## config.mk

```make
export PLATFORM = sky130hd
export DESIGN_NAME = wb_mem_slave
export DESIGN_NICKNAME = d
export VERILOG_FILES = /design/src/verilog/mem_pkg.sv /design/src/verilog/wb_mem_slave.sv
export SDC_FILE = /design/constraint.sdc
export NUM_CORES = 1
export LEC_CHECK = 0
export BUFFER_PORTS_ARGS = -buffer_cell sky130_fd_sc_hd__clkbuf_2
export CAP_MARGIN = 20
export CORE_ASPECT_RATIO = 0.6
export CORE_UTILIZATION = 35
export CTS_BUF_LIST = sky130_fd_sc_hd__clkbuf_16
export CTS_CLUSTER_DIAMETER = 60
export DETAILED_ROUTE_END_ITERATION = 8
export PLACE_DENSITY = 0.77
export REMOVE_ABC_BUFFERS = 1
export SKIP_CTS_REPAIR_TIMING = 1
export SYNTH_ARGS = -nofsm -noshare
export SYNTH_HDL_FRONTEND = slang
export SYNTH_SLANG_ARGS = --single-unit
```

## constraint.sdc

```tcl
create_clock -name clk -period 2.8 [get_ports clk]
set_input_delay 0.56 -clock clk [delete_from_list [all_inputs] [get_ports clk]]
set_output_delay 0.56 -clock clk [all_outputs]
set_load 0.01 [all_outputs]
```

## src/verilog/mem_pkg.sv

```systemverilog
// memory subsystem shared types
package mem_pkg;

	// port and word geometry
	localparam int N_PORTS = 2;
	localparam int ADDR_W = 10;
	localparam int DATA_W = 32;
	localparam int TAG_W = (N_PORTS > 1) ? $clog2(N_PORTS) : 1;

	// bank in addr[9:8], row in addr[7:4], column below
	localparam int BANK_W = 2;
	localparam int ROW_W = 4;
	localparam int N_BANKS = 1 << BANK_W;
	localparam int MEM_WORDS = 1 << ADDR_W;

	// word address of the status register
	localparam logic [31:0] ADDR_STATUS = 32'h00FFFFFF;

	// controller timing, in clk cycles
	localparam int INIT_CYCLES = 64;
	localparam int HIT_CYCLES = 3;
	localparam int MISS_CYCLES = 6;
	localparam int INIT_W = $clog2(INIT_CYCLES + 1);
	localparam int LAT_W = $clog2(MISS_CYCLES + 1);

	// read data for accesses refused before init is done
	localparam logic [DATA_W-1:0] ERR_DATA = '1;

	typedef struct packed {
		logic              we;
		logic [ADDR_W-1:0] addr;
		logic [DATA_W-1:0] data;
		logic [TAG_W-1:0]  tag;
	} mem_cmd_t;

	typedef struct packed {
		logic [DATA_W-1:0] data;
		logic              we;
		logic [TAG_W-1:0]  tag;
	} mem_rsp_t;

	typedef struct packed {
		logic busy;
		logic ready;
	} mem_status_t;

endpackage

```

## src/verilog/wb_mem_slave.sv

```systemverilog
// wishbone memory slave bridge
`timescale 1ns/10ps

module wb_mem_slave #(
	parameter int PORT_ID = 0
) (
	input  logic                 clk,
	input  logic                 rst,
	input  logic                 wbs_cyc_i,
	input  logic                 wbs_stb_i,
	input  logic                 wbs_we_i,
	input  logic [31:0]          wbs_adr_i,
	input  logic [31:0]          wbs_dat_i,
	output logic [31:0]          wbs_dat_o,
	output logic                 wbs_ack_o,
	input  mem_pkg::mem_status_t status_i,
	output logic                 cmd_stb_o,
	output mem_pkg::mem_cmd_t    cmd_o,
	input  logic                 rsp_stb_i,
	input  mem_pkg::mem_rsp_t    rsp_i
);
	import mem_pkg::*;

	typedef enum logic [1:0] {
		S_IDLE,
		S_WAIT,
		S_ACK
	} state_t;

	state_t state_q;
	logic   start;
	logic   is_status;
	logic   refused;

	// new access seen while idle
	assign start = (state_q == S_IDLE) && wbs_cyc_i && wbs_stb_i;
	assign is_status = (wbs_adr_i == ADDR_STATUS);
	// controller still in init
	assign refused = !status_i.ready;

	always_ff @(posedge clk) begin
		// command strobe lasts one cycle
		cmd_stb_o <= 1'b0;
		if (rst) begin
			state_q <= S_IDLE;
			wbs_ack_o <= 1'b0;
		end else begin
			case (state_q)
				S_IDLE: begin
					if (start) begin
						if (is_status || refused) begin
							// answered locally without a command
							wbs_ack_o <= 1'b1;
							state_q <= S_ACK;
						end else begin
							cmd_stb_o <= 1'b1;
							state_q <= S_WAIT;
						end
					end
				end
				S_WAIT: begin
					if (rsp_stb_i) begin
						wbs_ack_o <= 1'b1;
						state_q <= S_ACK;
					end
				end
				S_ACK: begin
					// hold ack until the master lets go of stb
					if (!wbs_stb_i) begin
						wbs_ack_o <= 1'b0;
						state_q <= S_IDLE;
					end
				end
				default: state_q <= S_IDLE;
			endcase
		end
	end

	// command payload captured once per access
	always_ff @(posedge clk) begin
		if (start) begin
			cmd_o.we <= wbs_we_i;
			cmd_o.addr <= wbs_adr_i[ADDR_W-1:0];
			cmd_o.data <= wbs_dat_i;
			cmd_o.tag <= TAG_W'(PORT_ID);
		end
	end

	// read data back to the master
	always_ff @(posedge clk) begin
		if (start && is_status) begin
			// ready in bit 0 and busy in bit 1
			wbs_dat_o <= {30'd0, status_i.busy, status_i.ready};
		end else if (start && refused) begin
			wbs_dat_o <= ERR_DATA;
		end else if ((state_q == S_WAIT) && rsp_stb_i) begin
			// controller already sends zero data for writes
			wbs_dat_o <= rsp_i.data;
		end
	end

endmodule
```

# After elaboration in Yosys (flattened, before gate mapping)
# Cells that the tools add are included.
# W data, S select, Z words.
[word_totals]
ff_bits = 79
latch_bits = 0
mem_bits_rw = 0
rom_bits = 0
n_memories = 0
[classes]
n_addsub = 0
multipliers = 0
n_div = 0
magnitude_cmp = 0
eq_ne = 7
shifts = 0
muxes = 14
n_bitwise = 2
n_reduce_logical = 14
[ops]
columns = ["op", "count"]
rows = [
  ["$mux W32", 2],
  ["$eq A32 B24 Y1 const B", 1],
  ["$mux W2", 5],
  ["$ne A2 B2 Y1 const B", 3],
  ["$pmux W2 S3", 1],
  ["$reduce_bool A3 Y1", 2],
  ["$logic_and A1 B1 Y1", 5],
  ["$mux W1", 5],
  ["$reduce_and A5 Y1", 1],
  ["$pmux W1 S3", 1],
  ["$reduce_and A3 Y1", 1],
  ["$reduce_or A3 Y1", 1],
  ["$eq A2 B1 Y1 const B", 1],
  ["$eq A2 B2 Y1 const B", 1],
  ["$logic_not A2 Y1", 1],
  ["$ne A2 B1 Y1 const B", 1],
  ["$not A1 Y1", 2],
  ["$reduce_bool A2 Y1", 1],
  ["$logic_not A1 Y1", 1],
  ["$logic_or A1 B1 Y1", 1],
]

# Longest topological paths before layout
[logic_depth]
depth_word = 6
mapped_depth = 6
mapped_depth_nobuf = 6

# Worst setup path after synthesis
# Ideal clock, no wire load.
[synth_timing]
path_kind = "input port to flip-flop"
start = "input port wbs_cyc_i"
end = "register wbs_dat_o[0], enable pin"
setup_ns = 0.311
t_arrival_ns = 2.046
setup_slack_ns = 0.443
stages = 4
n_path_buf = 0
path_cell_list = "nand3_2 -> inv_1 -> nor2_1 -> a31oi_4"
[synth_between]
elab_chain_len = 4
[synth_rtl]
columns = ["item", "line", "text"]
rows = [
  ["from (decl)", "wb_mem_slave.sv:9", "input logic wbs_cyc_i,"],
  ["$logic_and A1 B1 Y1 (*) (2 in series)", "wb_mem_slave.sv:36", "assign start = (state_q == S_IDLE) && wbs_cyc_i && wbs_stb_i;"],
  ["net start", "wb_mem_slave.sv:31", "logic start;"],
  ["$logic_and A1 B1 Y1, on equally long branches", "wb_mem_slave.sv:91, wb_mem_slave.sv:94", ""],
  ["$reduce_bool A3 Y1 (no source line) (*)", "-", ""],
  ["to (signal assigned)", "wb_mem_slave.sv:93", "wbs_dat_o <= {30'd0, status_i.busy, status_i.ready};"],
  ["to (signal assigned)", "wb_mem_slave.sv:98", "wbs_dat_o <= rsp_i.data;"],
  ["to (decl)", "wb_mem_slave.sv:14", "output logic [31:0] wbs_dat_o,"],
]
# The timed path passes the listed nets; every way through them passes the cells marked *.
# A chain may end at the register's enable or synchronous reset.

# Worst setup path in the final report
[layout_timing]
start = "register state_q[1]"
end = "register cmd_o[43] (netlist bit), enable pin"
[layout_between]
elab_chain_len = 3
[layout_rtl]
columns = ["item", "line", "text"]
rows = [
  ["from (decl)", "wb_mem_slave.sv:30", "state_t state_q;"],
  ["from (signal assigned)", "wb_mem_slave.sv:45", "state_q <= S_IDLE;"],
  ["from (signal assigned)", "wb_mem_slave.sv:54", "state_q <= S_ACK;"],
  ["from (signal assigned)", "wb_mem_slave.sv:57", "state_q <= S_WAIT;"],
  ["$logic_not A2 Y1", "wb_mem_slave.sv:36", ""],
  ["$logic_and A1 B1 Y1 (2 in series)", "wb_mem_slave.sv:36", ""],
  ["net start", "wb_mem_slave.sv:31", ""],
  ["to (decl)", "wb_mem_slave.sv:18", "output mem_pkg::mem_cmd_t cmd_o,"],
]
# The timed path passes the listed nets, and every way through them passes these cells.

==> results.toml <==
[die]
die_h_um = 72.0
dieArea_um2 = 8530
fp.dieW_um = 119
core-area_um2 = 7880
rows = 25
io_pins = 184
floorplan.initialDensity = 0.362

[clocking]
cts_inserted_buffers = 9
h-tree-depth = 3
cts_tree = "done"
clk_latency_ns = 0.32
clockBufferDepth = 2
clk_pin_slew_ns = 0.06
ctsRootBufferMaster = "clkbuf_16"
cts_sinks = 79

[run]
max_cap_violations = 0

[placement]
pre_cts_ws_ns = 0.692
place_congestion = 0.821
dp_hpwl_um = 5170
io_buffers = 180
dp_cells = 501

[layout]
drive_gt1_frac = 0.521
syn_to_final_growth_pct = 46.1
seq_area_um2 = 2030
fill_cells = 744
multi_input_area_um2 = 728
diodes = 0
nNetsFinal = 510
finalNonFillerCells = 517

[power_and_ir_drop]
sequentialPowerShare = 0.460
vdd_ir_drop_max_mv = 0.259
p_switching_w = 0.000694
p_comb_frac = 0.131
p_int_w = 0.00238
powerDensity_nw_per_um2 = 737
finalPower_w = 0.00307
leakage_nw = 1.95
clkPwrFrac = 0.409
switching_share = 0.226

[logic_synthesis]
syn-instance-count = 223
ys_seq_area_frac = 0.712
yosysUniqueCellTypes = 34
synth_top_cell_area_share = 0.473
synth_area_leaders = "edfxtp_1 (47%), dfxtp_1 (24%), nand2_1 (8.2%), a31oi_1 (5.5%), a31oi_2 (2.6%)"
synthesis.area_um2 = 2860
yosysTopAreaCell = "edfxtp_1"
avgSynthCellArea_um2 = 12.8
synth_seq_cells = 79
synth-warning-count = 0

[drt]
vias = 2428
post_drt_via_cell_ratio = 4.70
wl_per_cell_um = 13.3
routed_wl_um = 6850
ant_nets = 0
drt_iter0_drc = 137
drcViolationCount = 0
drt_pass1_iterations = 4

[worst_setup_path]
r2r_slack_ns = 1.00
critPathLaunchType = "flip-flop"
critPathRequiredTime_ns = 2.75
ff2ff_path_depth = 4
cp-endpoint = "cmd_o[43]"
worstPathMaxFanout = 43
cp-end-kind = "flip-flop"
crit_start = "state_q[1]"
worst-setup-path-type = "flip-flop to flip-flop"
arrival_ns = 1.75
r2r_end = "cmd_o[43]"
rr_startpoint = "state_q[1]"

[timing]
hold_violations = 0
worstMarginPinSlew_ns = 0.647
rsz0062_at_grt = "false"
setup_ws_ns = 1.00
fin_crit_ns = 1.80
worst_clock_skew_ns = 0.00440
relSlewSlack = 0.569
hold_slack_ns = 0.415
period_share = 0.642
setup_viol = 0
fmax_ghz = 0.556
drv_slew = 0

[grt]
grt-ovfl-total = 0
grt_antenna_before_repair = 0
grt_pass1_vias = 2304
grt_pass1_wl_um = 10800
grtUsageTotal = 0.161
grt_max_degree = 44

[min_path]
hp-class = "input pin to flip-flop"

[outcome]
outcome = "completed"
## state kept, by name, summed over array words and instances, names as in the netlist
| signal | flops |
|---|---|
| state_q | 2 |
| wbs_dat_o | 32 |
| wbs_ack_o | 1 |
| cmd_stb_o | 1 |
| cmd_o | 43 |
## layout by cell type (no fill, tap or decap), drive strengths merged
cell type | Yosys | layout
dfxtp | 34 | 34
a211oi | 1 | 1
clkbuf | 7 | 190
bufinv | 0 | 2
buf | 7 | 4
clkinv | 0 | 1
nor4 | 3 | 3
nor3 | 2 | 2
nor2b | 1 | 1
and2 | 1 | 1
nand3 | 2 | 2
inv | 3 | 6
nand2b | 1 | 1
o32a | 1 | 1
a31oi | 32 | 32
o21ai | 1 | 1
or2 | 1 | 1
nand2 | 62 | 62
nand4 | 7 | 7
o22a | 1 | 1
edfxtp | 45 | 45
nor2 | 6 | 6
a21oi | 2 | 2
a32oi | 1 | 1
conb | 1 | 1
o2bb2ai | 1 | 1
## routing by layer
layer	GRT usage	share of wire	vias to the layer above
met5	0	0	-
met4	0.0506	0.0066	0
met3	0.0535	0.061	4
met2	0.269	0.48	109
met1	0.201	0.45	1144
li1	-	-	1171
## power groups by stage
stage | Combinational, W | Sequential [W] | Clock, W
after floorplan | 0.000125 | 0.00149 | 0
after global placement | 0.000396 | 0.00143 | 0
after detailed placement | 0.000406 | 0.00144 | 0
after CTS | 0.000407 | 0.00141 | 0.00129
after global routing | 0.000441 | 0.00143 | 0.00135
final | 0.000402 | 0.00141 | 0.00126
## synth_stat cells
master     instances
buf_2              3
nand2_1           62
nand3_2            1
a31oi_2            6
or2_2              1
nand4_1            6
nand3_1            1
a211oi_1           1
a31oi_1           25
inv_1              3
buf_6              2
nand4_4            1
a31oi_4            1
buf_8              1
o22a_2             1
nor3_1             2
nand2b_1           1
a21oi_2            1
nor4_4             1
o2bb2ai_1          1
clkbuf_1           7
nor2_4             1
nor2_1             5
buf_4              1
nor4_1             2
o32a_1             1
o21ai_0            1
edfxtp_1          45
conb_1             1
dfxtp_1           34
and2_1             1
a21oi_1            1
a32oi_1            1
nor2b_1            1
## stage by stage
step	instance area (µm²)	util	TNS [ns]
3_5_place_dp	3840	0.487	0
4_1_cts	4170	0.529	0
2_1_floorplan	2770	-	-0.474
3_3_place_gp	3840	0.487	0
6_report	4170	0.529	0
5_1_grt	4170	0.529	0
## cell type report
cell class,count,share of cell area
flip-flops and latches,79,0.487
repair buffers,184,0.223
multi-input cells,127,0.175
clock buffers,10,0.0600
well taps,108,0.0324
clock inverters,6,0.0198
inverters,3,0.00270
## worst max-delay path, cell delays in order (launching register included)
cell,delay (ns)
dfxtp_1,0.36
nor2_1,0.23
nand3_2,0.21
clkinv_1,0.15
buf_4,0.47
## kinds of logic after synthesis
family / count (synthesis) / share of synthesized area
AND/OR/NAND/NOR: 86 / 0.142
AO/OA/AOI/OAI: 40 / 0.111
flip-flops: 79 / 0.712
other: 1 / 0.00131
buffers and inverters: 17 / 0.0342
## worst min-delay path by stage
stage / start / endpoint / cells after the start
3_3_place_gp: wbs_ack_o / wbs_ack_o / 2
6_report: wbs_dat_i[11] / cmd_o[12] / 1
5_1_grt: wbs_dat_i[7] / cmd_o[8] / 1
4_1_cts: wbs_dat_i[12] / cmd_o[13] / 1
3_5_place_dp: wbs_ack_o / wbs_ack_o / 2
2_1_floorplan: wbs_ack_o / wbs_ack_o / 2
No activity file was read; power rests on OpenSTA's default activity.
